`config.mk`:
```
export PLATFORM = sky130hd
export DESIGN_NAME = spriteTop
export DESIGN_NICKNAME = d
export VERILOG_FILES = /design/src/rtl/spriteGeomPkg.sv /design/src/rtl/spriteBusPkg.sv /design/src/rtl/frameStore.sv /design/src/rtl/rasterTiming.sv /design/src/rtl/animSequencer.sv /design/src/rtl/spriteRender.sv /design/src/rtl/spriteRegs.sv /design/src/rtl/spriteTop.sv
export SDC_FILE = /design/constraint.sdc
export NUM_CORES = 1
export LEC_CHECK = 0
export ABC_AREA = 0
export BUFFER_PORTS_ARGS = -buffer_cell sky130_fd_sc_hd__buf_2
export CAP_MARGIN = 25
export CORE_MARGIN = 5
export CORE_UTILIZATION = 54
export CTS_BUF_LIST = sky130_fd_sc_hd__clkbuf_8 sky130_fd_sc_hd__clkbuf_16
export CTS_CLUSTER_SIZE = 14
export DETAILED_ROUTE_END_ITERATION = 8
export PLACE_DENSITY_LB_ADDON = 0.08
export SLEW_MARGIN = 20
export SYNTH_ARGS = -nofsm -noshare
export SYNTH_HDL_FRONTEND = slang
export SYNTH_SLANG_ARGS = --single-unit
```
`constraint.sdc`:
```
create_clock -name clk -period 11.6 [get_ports clk]
set_clock_uncertainty 0.1 [all_clocks]
set_input_delay 2.32 -clock clk [delete_from_list [all_inputs] [get_ports clk]]
set_output_delay 2.32 -clock clk [all_outputs]
set_load 0.02 [all_outputs]
```
`src/rtl/spriteGeomPkg.sv`:
```
`default_nettype none

package spriteGeomPkg;

   // sprite and frame store shape
   localparam int spriteSize = 16;   // pixels per side
   localparam int frameCount = 4;
   localparam int frameBits  = 2;
   localparam int rowBits    = 4;
   localparam int colBits    = 4;

   // raster geometry of the small test screen
   localparam int hActive    = 64;
   localparam int hSyncStart = 68;
   localparam int hSyncEnd   = 74;   // first cycle after sync
   localparam int hTotal     = 80;
   localparam int vActive    = 48;
   localparam int vSyncStart = 49;
   localparam int vSyncEnd   = 51;   // first line after sync
   localparam int vTotal     = 52;
   localparam int hBits      = 7;
   localparam int vBits      = 6;

endpackage

`default_nettype wire

```
`src/rtl/spriteBusPkg.sv`:
```
`default_nettype none

package spriteBusPkg;

   localparam int wbAddrBits = 7;
   localparam int wbDataBits = 16;
   localparam int holdBits   = 8;    // width of the hold register

   // control register map
   localparam logic [wbAddrBits-1:0] regCtrl     = 7'h00;   // bit 0 enable
   localparam logic [wbAddrBits-1:0] regPosX     = 7'h01;
   localparam logic [wbAddrBits-1:0] regPosY     = 7'h02;
   localparam logic [wbAddrBits-1:0] regAnim     = 7'h03;   // first 1:0, last 3:2
   localparam logic [wbAddrBits-1:0] regHold     = 7'h04;
   localparam logic [wbAddrBits-1:0] regCurFrame = 7'h05;   // read only

   // frame rows live from here to the top of the address space
   // word offset is frame*16 + row, bit c of the word is column c
   localparam logic [wbAddrBits-1:0] frameWinBase = 7'h40;

endpackage

`default_nettype wire

```
`src/rtl/frameStore.sv`:
```
`timescale 1ns/1ps
`default_nettype none

module frameStore (
   input  logic                                                  clk,
   input  logic                                                  rowWe,
   input  logic [spriteGeomPkg::frameBits+spriteGeomPkg::rowBits-1:0] rowAddr,
   input  logic [spriteGeomPkg::spriteSize-1:0]                  rowData,
   input  logic                                                  rdEn,
   input  logic [spriteGeomPkg::frameBits+spriteGeomPkg::rowBits
                 +spriteGeomPkg::colBits-1:0]                    rdAddr,
   output logic                                                  rdBit
);
   import spriteGeomPkg::*;

   localparam int rowIdxBits = frameBits + rowBits;
   localparam int memRows    = frameCount * spriteSize;

   logic [spriteSize-1:0] mem [0:memRows-1];   // one word per sprite row
   logic [rowIdxBits-1:0] rdRow;
   logic [colBits-1:0]    rdCol;

   assign rdRow = rdAddr[rowIdxBits+colBits-1:colBits];   // frame and row
   assign rdCol = rdAddr[colBits-1:0];                    // pixel within the row

   // whole-row write from the bus side
   always_ff @(posedge clk) begin
      if (rowWe) begin
         mem[rowAddr] <= rowData;
      end
   end

   // one-bit read port, one cycle of latency like the block RAM it replaces
   always_ff @(posedge clk) begin
      if (rdEn) begin
         rdBit <= mem[rdRow][rdCol];
      end
   end

endmodule

`default_nettype wire

```
`src/rtl/rasterTiming.sv`:
```
`timescale 1ns/1ps
`default_nettype none

module rasterTiming (
   input  logic                            clk,
   input  logic                            rstN,
   output logic [spriteGeomPkg::hBits-1:0] hCount,
   output logic [spriteGeomPkg::vBits-1:0] vCount,
   output logic                            active,
   output logic                            hSyncRaw,
   output logic                            vSyncRaw,
   output logic                            frameStart
);
   import spriteGeomPkg::*;

   logic lineEnd;
   logic frameEnd;

   assign lineEnd  = (hCount == hBits'(hTotal - 1));
   assign frameEnd = (vCount == vBits'(vTotal - 1));

   // free-running pixel and line counters
   always_ff @(posedge clk) begin
      if (!rstN) begin
         hCount <= '0;
         vCount <= '0;
      end else if (lineEnd) begin
         hCount <= '0;
         if (frameEnd) begin
            vCount <= '0;
         end else begin
            vCount <= vCount + 1'b1;
         end
      end else begin
         hCount <= hCount + 1'b1;
      end
   end

   // decode straight from the counters, the renderer does the registering
   assign active = (hCount < hBits'(hActive)) && (vCount < vBits'(vActive));

   assign hSyncRaw = (hCount >= hBits'(hSyncStart)) && (hCount < hBits'(hSyncEnd));
   assign vSyncRaw = (vCount >= vBits'(vSyncStart)) && (vCount < vBits'(vSyncEnd));

   assign frameStart = (hCount == '0) && (vCount == '0);   // first pixel of a frame

endmodule

`default_nettype wire

```
`src/rtl/animSequencer.sv`:
```
`timescale 1ns/1ps
`default_nettype none

module animSequencer (
   input  logic                                clk,
   input  logic                                rstN,
   input  logic                                frameStart,
   input  logic                                enable,
   input  logic                                animLoad,
   input  logic [spriteGeomPkg::frameBits-1:0] animFirst,
   input  logic [spriteGeomPkg::frameBits-1:0] animLast,
   input  logic [spriteBusPkg::holdBits-1:0]   hold,
   output logic [spriteGeomPkg::frameBits-1:0] curFrame
);
   import spriteGeomPkg::*;
   import spriteBusPkg::*;

   logic [holdBits-1:0]   holdCount;   // video frames shown of the current image
   logic [holdBits:0]     holdNext;
   logic [holdBits-1:0]   holdEff;
   logic                  tick;
   logic                  stepNow;
   logic [frameBits-1:0]  frameNext;

   assign holdEff   = (hold == '0) ? holdBits'(1) : hold;   // zero behaves as one
   assign holdNext  = {1'b0, holdCount} + 1'b1;
   assign tick      = frameStart && enable;
   assign stepNow   = tick && (holdNext >= {1'b0, holdEff});   // >= covers a lowered hold
   assign frameNext = (curFrame == animLast) ? animFirst : curFrame + 1'b1;

   always_ff @(posedge clk) begin
      if (!rstN) begin
         curFrame  <= '0;
         holdCount <= '0;
      end else if (animLoad) begin   // a reload beats a step in the same cycle
         curFrame  <= animFirst;
         holdCount <= '0;
      end else if (stepNow) begin
         curFrame  <= frameNext;
         holdCount <= '0;
      end else if (tick) begin
         holdCount <= holdNext[holdBits-1:0];
      end
   end

endmodule

`default_nettype wire

```
`src/rtl/spriteRender.sv`:
```
`timescale 1ns/1ps
`default_nettype none

module spriteRender (
   input  logic                                clk,
   input  logic                                rstN,
   input  logic [spriteGeomPkg::hBits-1:0]     hCount,
   input  logic [spriteGeomPkg::vBits-1:0]     vCount,
   input  logic                                active,
   input  logic                                hSyncRaw,
   input  logic                                vSyncRaw,
   input  logic [spriteGeomPkg::hBits-1:0]     posX,
   input  logic [spriteGeomPkg::vBits-1:0]     posY,
   input  logic [spriteGeomPkg::frameBits-1:0] curFrame,
   input  logic                                enable,
   output logic                                rdEn,
   output logic [spriteGeomPkg::frameBits+spriteGeomPkg::rowBits
                 +spriteGeomPkg::colBits-1:0]  rdAddr,
   input  logic                                rdBit,
   output logic                                pixel,
   output logic                                de,
   output logic                                hSync,
   output logic                                vSync
);
   import spriteGeomPkg::*;

   logic [hBits:0] dx;   // one extra bit so positions left of the sprite stay large
   logic [vBits:0] dy;
   logic           insideNow;
   logic           insideQ;

   assign dx = {1'b0, hCount} - {1'b0, posX};
   assign dy = {1'b0, vCount} - {1'b0, posY};

   assign insideNow = enable && active
                      && (dx < (hBits + 1)'(spriteSize))
                      && (dy < (vBits + 1)'(spriteSize));

   // frame, row, column into the 1-bit store
   assign rdAddr = {curFrame, dy[rowBits-1:0], dx[colBits-1:0]};
   assign rdEn   = insideNow;   // idle the RAM outside the box

   // delay everything by the one cycle the RAM read takes
   always_ff @(posedge clk) begin
      if (!rstN) begin
         insideQ <= 1'b0;
         de      <= 1'b0;
         hSync   <= 1'b0;
         vSync   <= 1'b0;
      end else begin
         insideQ <= insideNow;
         de      <= active;
         hSync   <= hSyncRaw;
         vSync   <= vSyncRaw;
      end
   end

   assign pixel = insideQ && rdBit;   // stale rdBit is masked outside the sprite

endmodule

`default_nettype wire

```
`src/rtl/spriteRegs.sv`:
```
`timescale 1ns/1ps
`default_nettype none

module spriteRegs (
   input  logic                                clk,
   input  logic                                rstN,
   input  logic                                wbCyc,
   input  logic                                wbStb,
   input  logic                                wbWe,
   input  logic [spriteBusPkg::wbAddrBits-1:0] wbAdr,
   input  logic [spriteBusPkg::wbDataBits-1:0] wbDatW,
   output logic                                wbAck,
   output logic [spriteBusPkg::wbDataBits-1:0] wbDatR,
   output logic                                enable,
   output logic [spriteGeomPkg::hBits-1:0]     posX,
   output logic [spriteGeomPkg::vBits-1:0]     posY,
   output logic [spriteGeomPkg::frameBits-1:0] animFirst,
   output logic [spriteGeomPkg::frameBits-1:0] animLast,
   output logic [spriteBusPkg::holdBits-1:0]   hold,
   output logic                                animLoad,
   input  logic [spriteGeomPkg::frameBits-1:0] curFrame,
   output logic                                rowWe,
   output logic [spriteGeomPkg::frameBits+spriteGeomPkg::rowBits-1:0] rowAddr,
   output logic [spriteGeomPkg::spriteSize-1:0] rowData
);
   import spriteBusPkg::*;
   import spriteGeomPkg::*;

   logic                  req;        // new access waiting for its ack
   logic                  wrReq;
   logic                  inWindow;
   logic [wbDataBits-1:0] rdMux;

   // ack drops for a cycle after each access, so req cannot fire twice in a row
   assign req      = wbCyc && wbStb && !wbAck;
   assign wrReq    = req && wbWe;
   assign inWindow = (wbAdr >= frameWinBase);

   // master holds address and data through the ack cycle
   assign rowAddr = wbAdr[frameBits+rowBits-1:0];
   assign rowData = wbDatW;

   always_ff @(posedge clk) begin
      if (!rstN) begin
         wbAck     <= 1'b0;
         rowWe     <= 1'b0;
         animLoad  <= 1'b0;
         enable    <= 1'b0;
         posX      <= '0;
         posY      <= '0;
         animFirst <= '0;
         animLast  <= '0;
         hold      <= '0;
      end else begin
         wbAck    <= req;
         rowWe    <= wrReq && inWindow;          // lines up with the ack
         animLoad <= wrReq && (wbAdr == regAnim);
         if (wrReq) begin
            case (wbAdr)
               regCtrl: enable <= wbDatW[0];
               regPosX: posX   <= wbDatW[hBits-1:0];
               regPosY: posY   <= wbDatW[vBits-1:0];
               regAnim: begin
                  animFirst <= wbDatW[frameBits-1:0];
                  animLast  <= wbDatW[2*frameBits-1:frameBits];
               end
               regHold: hold   <= wbDatW[holdBits-1:0];
               default: ;                            // frame window and holes
            endcase
         end
      end
   end

   // readback, unused bits and the frame window read as zero
   always_comb begin
      rdMux = '0;
      case (wbAdr)
         regCtrl:     rdMux[0] = enable;
         regPosX:     rdMux[hBits-1:0] = posX;
         regPosY:     rdMux[vBits-1:0] = posY;
         regAnim:     rdMux[2*frameBits-1:0] = {animLast, animFirst};
         regHold:     rdMux[holdBits-1:0] = hold;
         regCurFrame: rdMux[frameBits-1:0] = curFrame;
         default:     rdMux = '0;
      endcase
   end

   always_ff @(posedge clk) begin
      if (req) begin
         wbDatR <= rdMux;   // valid during the ack cycle
      end
   end

endmodule

`default_nettype wire

```
`src/rtl/spriteTop.sv`:
```
`timescale 1ns/1ps
`default_nettype none

module spriteTop (
   input  logic                                clk,
   input  logic                                rstN,
   input  logic                                wbCyc,
   input  logic                                wbStb,
   input  logic                                wbWe,
   input  logic [spriteBusPkg::wbAddrBits-1:0] wbAdr,
   input  logic [spriteBusPkg::wbDataBits-1:0] wbDatW,
   output logic                                wbAck,
   output logic [spriteBusPkg::wbDataBits-1:0] wbDatR,
   output logic                                pixel,
   output logic                                de,
   output logic                                hSync,
   output logic                                vSync
);
   import spriteGeomPkg::*;
   import spriteBusPkg::*;

   // control registers
   logic                           enable;
   logic [hBits-1:0]               posX;
   logic [vBits-1:0]               posY;
   logic [frameBits-1:0]           animFirst;
   logic [frameBits-1:0]           animLast;
   logic [holdBits-1:0]            hold;
   logic                           animLoad;
   logic [frameBits-1:0]           curFrame;

   // frame store ports
   logic                           rowWe;
   logic [frameBits+rowBits-1:0]   rowAddr;
   logic [spriteSize-1:0]          rowData;
   logic                           rdEn;
   logic [frameBits+rowBits+colBits-1:0] rdAddr;
   logic                           rdBit;

   // raster
   logic [hBits-1:0]               hCount;
   logic [vBits-1:0]               vCount;
   logic                           active;
   logic                           hSyncRaw;
   logic                           vSyncRaw;
   logic                           frameStart;

   spriteRegs regs (
      .clk, .rstN,
      .wbCyc, .wbStb, .wbWe, .wbAdr, .wbDatW, .wbAck, .wbDatR,
      .enable, .posX, .posY, .animFirst, .animLast, .hold, .animLoad,
      .curFrame,
      .rowWe, .rowAddr, .rowData
   );

   frameStore store (
      .clk, .rowWe, .rowAddr, .rowData,
      .rdEn, .rdAddr, .rdBit
   );

   rasterTiming raster (
      .clk, .rstN,
      .hCount, .vCount, .active, .hSyncRaw, .vSyncRaw, .frameStart
   );

   animSequencer seq (
      .clk, .rstN, .frameStart, .enable, .animLoad,
      .animFirst, .animLast, .hold, .curFrame
   );

   spriteRender render (
      .clk, .rstN,
      .hCount, .vCount, .active, .hSyncRaw, .vSyncRaw,
      .posX, .posY, .curFrame, .enable,
      .rdEn, .rdAddr, .rdBit,
      .pixel, .de, .hSync, .vSync
   );

endmodule

`default_nettype wire

```
=== Yosys cells after proc, flatten, opt, wreduce, memory -nomap -nowiden ===
Memory sizes are Yosys's and may differ from the RTL's.
Index checks and enable logic that the tools add are counted.

* Word-level logic and storage cells: 89
* Memories: 1
* Output and inout bits: 21
* Input bits: 28
* RAM bits: 1024
* Bits in registers: 65

{| class="wikitable"
|+ Memories
! memory !! depth !! bits a word !! read ports !! clocked after Yosys merged registers in !! wr ports !! line !! RTL
|-
| store.mem || 64 || 16 || 1 || 0 || 1 || frameStore.sv:19 || <nowiki>logic [spriteSize-1:0] mem [0:memRows-1];</nowiki>
|}

* Order comparisons: 11
* Muxes and demuxes: 14
* Bitwise operators: 1
* Reduce and logical (&&, ||, !) cells: 28
* Eq/ne operators: 8
* Add/subtract/negate cells: 6

{| class="wikitable"
|+ Operator list
! cell !! number
|-
| 1-bit logical AND || 15
|-
| 7-bit by 2-bit == test with 1-bit output (second input constant) || 2
|-
| 7-bit by 3-bit == test with 1-bit output (second input constant) || 2
|-
| 7-bit >= comparator (second input constant) || 2
|-
| 7-bit logical NOT || 2
|-
| 7-bit less-than comparator (second input constant) || 2
|-
| 6-bit less-than comparator (second input constant) || 2
|-
| 2-bit AND reduction || 5
|-
| 8-bit by 1-bit adder with 9-bit output (second input constant) || 1
|-
| 9-bit by 8-bit >= comparator with 1-bit output || 1
|-
| 8-bit logical NOT || 1
|-
| 8-bit by 5-bit less-than comparator with 1-bit output (second input constant) || 1
|-
| 8-bit 2-to-1 mux || 1
|-
| 2-bit one-hot mux with 4 select lines || 1
|-
| 7-bit by 7-bit subtractor with 8-bit output || 1
|-
| 7-bit by 1-bit adder with 7-bit output (second input constant) || 1
|-
| 7-bit by 1-bit == test with 1-bit output (second input constant) || 1
|-
| 7-bit == test (second input constant) || 1
|-
| 7-bit by 5-bit less-than comparator with 1-bit output (second input constant) || 1
|-
| 6-bit by 6-bit subtractor with 7-bit output || 1
|-
| 6-bit by 1-bit adder with 6-bit output (second input constant) || 1
|-
| 6-bit == test (second input constant) || 1
|-
| 6-bit >= comparator (second input constant) || 1
|-
| 6-bit logical NOT || 1
|-
| 16 further kinds || 20
|}

=== Depth between registers and ports, before layout ===
* Word-level depth: 6
* Gate-level depth with buffers: 15
* Mapped depth without buffers: 13

=== Hierarchy ===
A second synthesis with hierarchy kept.

* Cells, all modules: 2346
* Area total of the unflattened synthesis: 44049.7 µm²

{| class="wikitable"
|+ Modules (own cells, without submodules)
! module !! sequential area each (µm²) !! area each (µm²) !! instances !! cells each
|-
| frameStore || 30779.5 || 39944.6 || 1 || 1889
|-
| spriteRegs || 820.8 || 1845.5 || 1 || 182
|-
| animSequencer || 200.2 || 798.3 || 1 || 98
|-
| rasterTiming || 260.2 || 733.2 || 1 || 83
|-
| spriteRender || 80.1 || 728.2 || 1 || 94
|}

=== Least setup slack after synthesis ===
OpenSTA, ideal clock, no wires.

* Path kind: input-to-reg
* Start point: input wbAdr[3] (netlist name)
* End point: register regs.posX[6] (netlist name)
* Setup time: 128 ps
* Required time: 11372 ps
* Path buffers: 2
* Arrival time: 4183 ps
* Setup slack: 7189 ps
* Stages: 8
* Cell sequence: clkbuf_1 -> or3_1 -> nor3_1 -> and2_0 -> and3_1 -> clkbuf_1 -> mux2i_1 -> nor2_1

* Cells in the longest elaborated chain, start to end: 2

{| class="wikitable"
|+ Ends and longest elaborated chain
! item !! line !! RTL
|-
| from (decl) || spriteTop.sv:10 || <nowiki>input logic [spriteBusPkg::wbAddrBits-1:0] wbAdr,</nowiki>
|-
| 7-bit by 1-bit == test with 1-bit output || spriteRegs.sv:59 || <nowiki>case (wbAdr)</nowiki>
|-
| 2-bit AND reduction (no source line) || - ||
|-
| to (signal assigned) || spriteRegs.sv:61 || <nowiki>regPosX: posX <= wbDatW[hBits-1:0];</nowiki>
|-
| to (decl) || spriteRegs.sv:15 || <nowiki>output logic [spriteGeomPkg::hBits-1:0] posX,</nowiki>
|}

No other way between the ends.
A chain may end at the register's enable or synchronous reset.

=== Final worst setup path ===
* Start point: register raster.vCount[0] (netlist name)
* End point: register store.rdBit, data pin

* Cells in the longest elaborated chain, start to end: 4

{| class="wikitable"
|+ Ends and longest elaborated chain
! item !! line !! RTL
|-
| from (decl) || rasterTiming.sv:8 || <nowiki>output logic [spriteGeomPkg::vBits-1:0] vCount,</nowiki>
|-
| from (signal assigned) || rasterTiming.sv:32 || <nowiki>vCount <= vCount + 1'b1;</nowiki>
|-
| 6-bit by 6-bit subtractor with 7-bit output || spriteRender.sv:33 || <nowiki>assign dy = {1'b0, vCount} - {1'b0, posY};</nowiki>
|-
| memory 64 x 16 bit || - ||
|-
| 1-bit binary-select mux with 4-bit select || frameStore.sv:36 || <nowiki>rdBit <= mem[rdRow][rdCol];</nowiki>
|-
| 1-bit 2-to-1 mux (implied by the code) || frameStore.sv:36 ||
|-
| to (signal assigned) || frameStore.sv:36 ||
|-
| to (decl) || frameStore.sv:12 || <nowiki>output logic rdBit</nowiki>
|}

No other way between the ends. The select of a mux whose other input is x is not followed.

==> metrics.md <==
| Metric | Value |
|---|---|
| Kind of end point of the critical path | `flip-flop` |
| Most common cell in the netlist | `edfxtp_1` |
| Worst Path Arrival | `6.51 ns` |
| Initial antenna violation count | `2` |
| DRT iter0 DRCs | `2387` |
| Ys async rst share | `0` |
| Top_reg_cell synth | `edfxtp_1` |
| # Post-CTS Setup Buffers | `0` |
| CTS sink cnt | `1089` |
| H-tree depth | `3` |
| GRT Total Usage | `0.242` |
| Chip width | `292 µm` |
| Syn Inst Count | `2116` |
| Synth area leader | `edfxtp_1` |
| Clock latency on the worst-skew pair | `0.68 ns` |
| Die ar. | `85400 µm²` |
| WL final | `a little over 100000 µm` |
| Grt met3 use | `0.0546` |
| Grt met1 use | `0.357` |
| Io pins | `49` |
| Worst EP required | `11.91 ns` |
| Mean Syn Cell Area | `20.3 µm²` |
| Worst Tran Pin Value | `1.02 ns` |
| FF-to-FF End | `store.rdBit$_DFFE_PP_` |
| Non-filler cells, final | `3417` |
| Via count | `21200` |
| Worst hold start | `regs.wbAck$_SDFF_PN0_` |
| Setup TNS | `0 ns` |
| Endpoints failing setup | `0` |
| Post-cts sizing count | `0` |
| Status | `completed` |
| Max Cap Viol | `0` |
| CP startpoint kind | `flip-flop` |
| Final hold slack | `approximately 0.36 ns` |
| Vias per cell | `6.20` |
| Sequential Area | `32100 µm²` |
| YS warnings | `0` |
| Syn Std Cell Area | `43000 µm²` |
| Number of synthesized register bits | `1089` |
| CTS tree | `yes` |
| Seq/Total Area, Yosys | `0.747` |
| Core ar. | `between 70000 and 80000 µm²` |
| Synth cell types | `59` |
| DR WL/cell | `between 30 and 40 µm` |
| Post-DRT Antenna Nets | `0` |
| R2r setup slk | `5.40 ns` |
| # fillers | `~5600` |
| Lkg Pwr | `0.0157 µW` |
| Layer with the highest usage | `met2` |
| Vias in the first global route | `21500` |
| Fin crit share | `0.535` |
| Period minus WS final | `a little over 6 ns` |
| P per Cell Area | `~160 nW/µm²` |
| DP Wirelength | `approximately 60000 µm` |
| RR Startpoint | `raster.vCount[0]$_SDFFE_PN0P_` |
| GPL Wtd Cong | `roughly 0.85` |
| Area delta synth->final | `12.6%` |
| Die span in y | `292 µm` |
| Initial Util | `0.544` |
| Post-synth EDFFs | `1033` |
| CTS Hold Buffers Added | `0` |
| Area share of the largest cell type after synthesis | `0.721` |
| Dpl cells | `3213` |
| Rows | `103` |
| Clock buffer depth | `3` |
| First-pass GRT wire length | `roughly 150000 µm` |
| Final #Nets | `2332` |
| VDD IR-drop max | `0.127 mV` |
| DP Worst Slack | `5.45 ns` |
| Hold Path Class | `flip-flop to flip-flop` |
| I/O Buffers | `40` |
| Most instantiated cells after synthesis | `edfxtp_1, mux4_2, nor2_1` |
| Post-route DRC | `0` |
| Max Clock Freq | `0.161 GHz` |
| RSZ-0062 raised after global routing | `no` |
| CTS Buf Count | `110` |
| Worst Hold Path EP | `regs.wbAck$_SDFF_PN0_` |
| Synth area leaders | `edfxtp_1, mux4_2, dfxtp_1` |
| Hold Violations, Final | `0` |
| Multi-input logic area | `10300 µm²` |
| DRT Pass-1 Iters | `5` |
| Largest net degree at the start of global routing | `111` |
| Slew margin rel. | `0.320` |
| Hold path depth | `1` |
| CP max FO | `62` |
| FF-to-FF path depth | `13` |
| Max Slew Vio Count | `0` |
| Remaining global-route overflow | `0` |
| Setup ws final | `5.40 ns` |
| Critical path type | `flip-flop to flip-flop` |
| Clock transition at path regs | `0.06 ns` |
| Met2 GRT Util | `0.378` |
| Layout cells sized above 1 | `0.258` |
| Root Buffer | `clkbuf_16` |
cell usage in the layout, fill, tap and decap left out, drive strengths merged, types with 3 or more instances in the layout:
master / netlist / final
a211o: 3 / 3
a211oi: 4 / 4
a21o: 6 / 6
a21oi: 51 / 51
a22oi: 6 / 6
and2: 10 / 10
and3: 7 / 7
buf: 64 / 142
bufinv: 0 / 10
clkbuf: 38 / 112
clkinv: 1 / 52
conb: 1 / 8
dfxtp: 56 / 56
edfxtp: 1033 / 1033
ha: 27 / 27
inv: 35 / 63
mux2: 4 / 4
mux2i: 78 / 78
mux4: 288 / 288
nand2: 103 / 103
nand3: 17 / 17
nand3b: 4 / 4
nand4: 5 / 5
nor2: 142 / 142
nor2b: 6 / 6
nor3: 9 / 9
nor4: 15 / 15
o21ai: 25 / 25
o22ai: 9 / 9
or3: 4 / 4
or4: 5 / 5
xnor2: 20 / 20
xor2: 11 / 11
report_power, final:
group	internal, µW	total [µW]	switching (µW)
sequential	4300	4310	2.60
combinational	25.6	138	112
clock	1960	3410	1450
metrics by stage:
stage,power (µW),utilization,instance area (µm²)
2_1_floorplan,4430,-,43000
3_3_place_gp,4520,0.568,44800
3_5_place_dp,4530,0.568,44900
4_1_cts,7920,0.613,48400
5_1_grt,8100,0.613,48400
6_report,7850,0.613,48400
routing by layer:
metal  share of wire  routed length [µm]
met1            0.42               43000
met2            0.48               49000
met3           0.085                8760
met4           0.021                2180
met5               0                   0
cells by family after synthesis:
logic type,synth area share
AO/OA/AOI/OAI,0.0174
XOR/XNOR,0.00649
adder cells (fa/ha/maj),0.00879
buffers and inverters,0.0155
flip-flops,0.747
multiplexers,0.170
other,0.0000872
AND/OR/NAND/NOR,0.0342
sequential cells by signal, indices dropped and copies added (netlist names):
signal and count:
raster.hCount 7, raster.vCount 6, regs.animFirst 2, regs.animLast 2, regs.animLoad 1, regs.enable 1, regs.hold 8, regs.posX 7
regs.posY 6, regs.rowWe 1, regs.wbAck 1, regs.wbDatR 8, render.de 1, render.hSync 1, render.insideQ 1, render.vSync 1
seq.curFrame 2, seq.holdCount 8, store.mem 1024, store.rdBit 1
final cells by class:
type | count | share of cell area
well taps | 1050 | 0.0271
multi-input cells | 896 | 0.213
inverters | 36 | 0.00279
clock buffers | 112 | 0.0577
clock inverters | 90 | 0.0145
flip-flops and latches | 1089 | 0.664
repair buffers | 142 | 0.0209
diodes | 2 | 0.000103
how the worst max path moves through the flow:
| stage | from | endpoint | slack [ns] | cells past startpoint |
|---|---|---|---|---|
| after floorplan | wbAdr[3] | regs.posX[6]$_SDFFE_PN0P_ | 7.19 | 8 |
| after global placement | raster.vCount[0]$_SDFFE_PN0P_ | store.rdBit$_DFFE_PP_ | 5.39 | 13 |
| after detailed placement | raster.vCount[0]$_SDFFE_PN0P_ | store.rdBit$_DFFE_PP_ | 5.45 | 13 |
| after CTS | raster.vCount[0]$_SDFFE_PN0P_ | store.rdBit$_DFFE_PP_ | 5.32 | 13 |
| after global routing | raster.vCount[0]$_SDFFE_PN0P_ | store.rdBit$_DFFE_PP_ | 5.11 | 13 |
| final | raster.vCount[0]$_SDFFE_PN0P_ | store.rdBit$_DFFE_PP_ | 5.40 | 13 |
worst max-delay path, stage by stage, from the launching register on:
cell and delay, ns:
dfxtp_1 0.35, inv_1 0.13, ha_4 0.13, inv_1 0.05, fa_4 1.38, buf_4 0.73
buf_4 0.85, mux4_2 0.41, mux2i_1 0.23, o21ai_0 0.10, nor4_1 0.75, or4_1 0.23
a21oi_1 0.08, a211o_1 0.34
(Power assumes the default switching activity.)
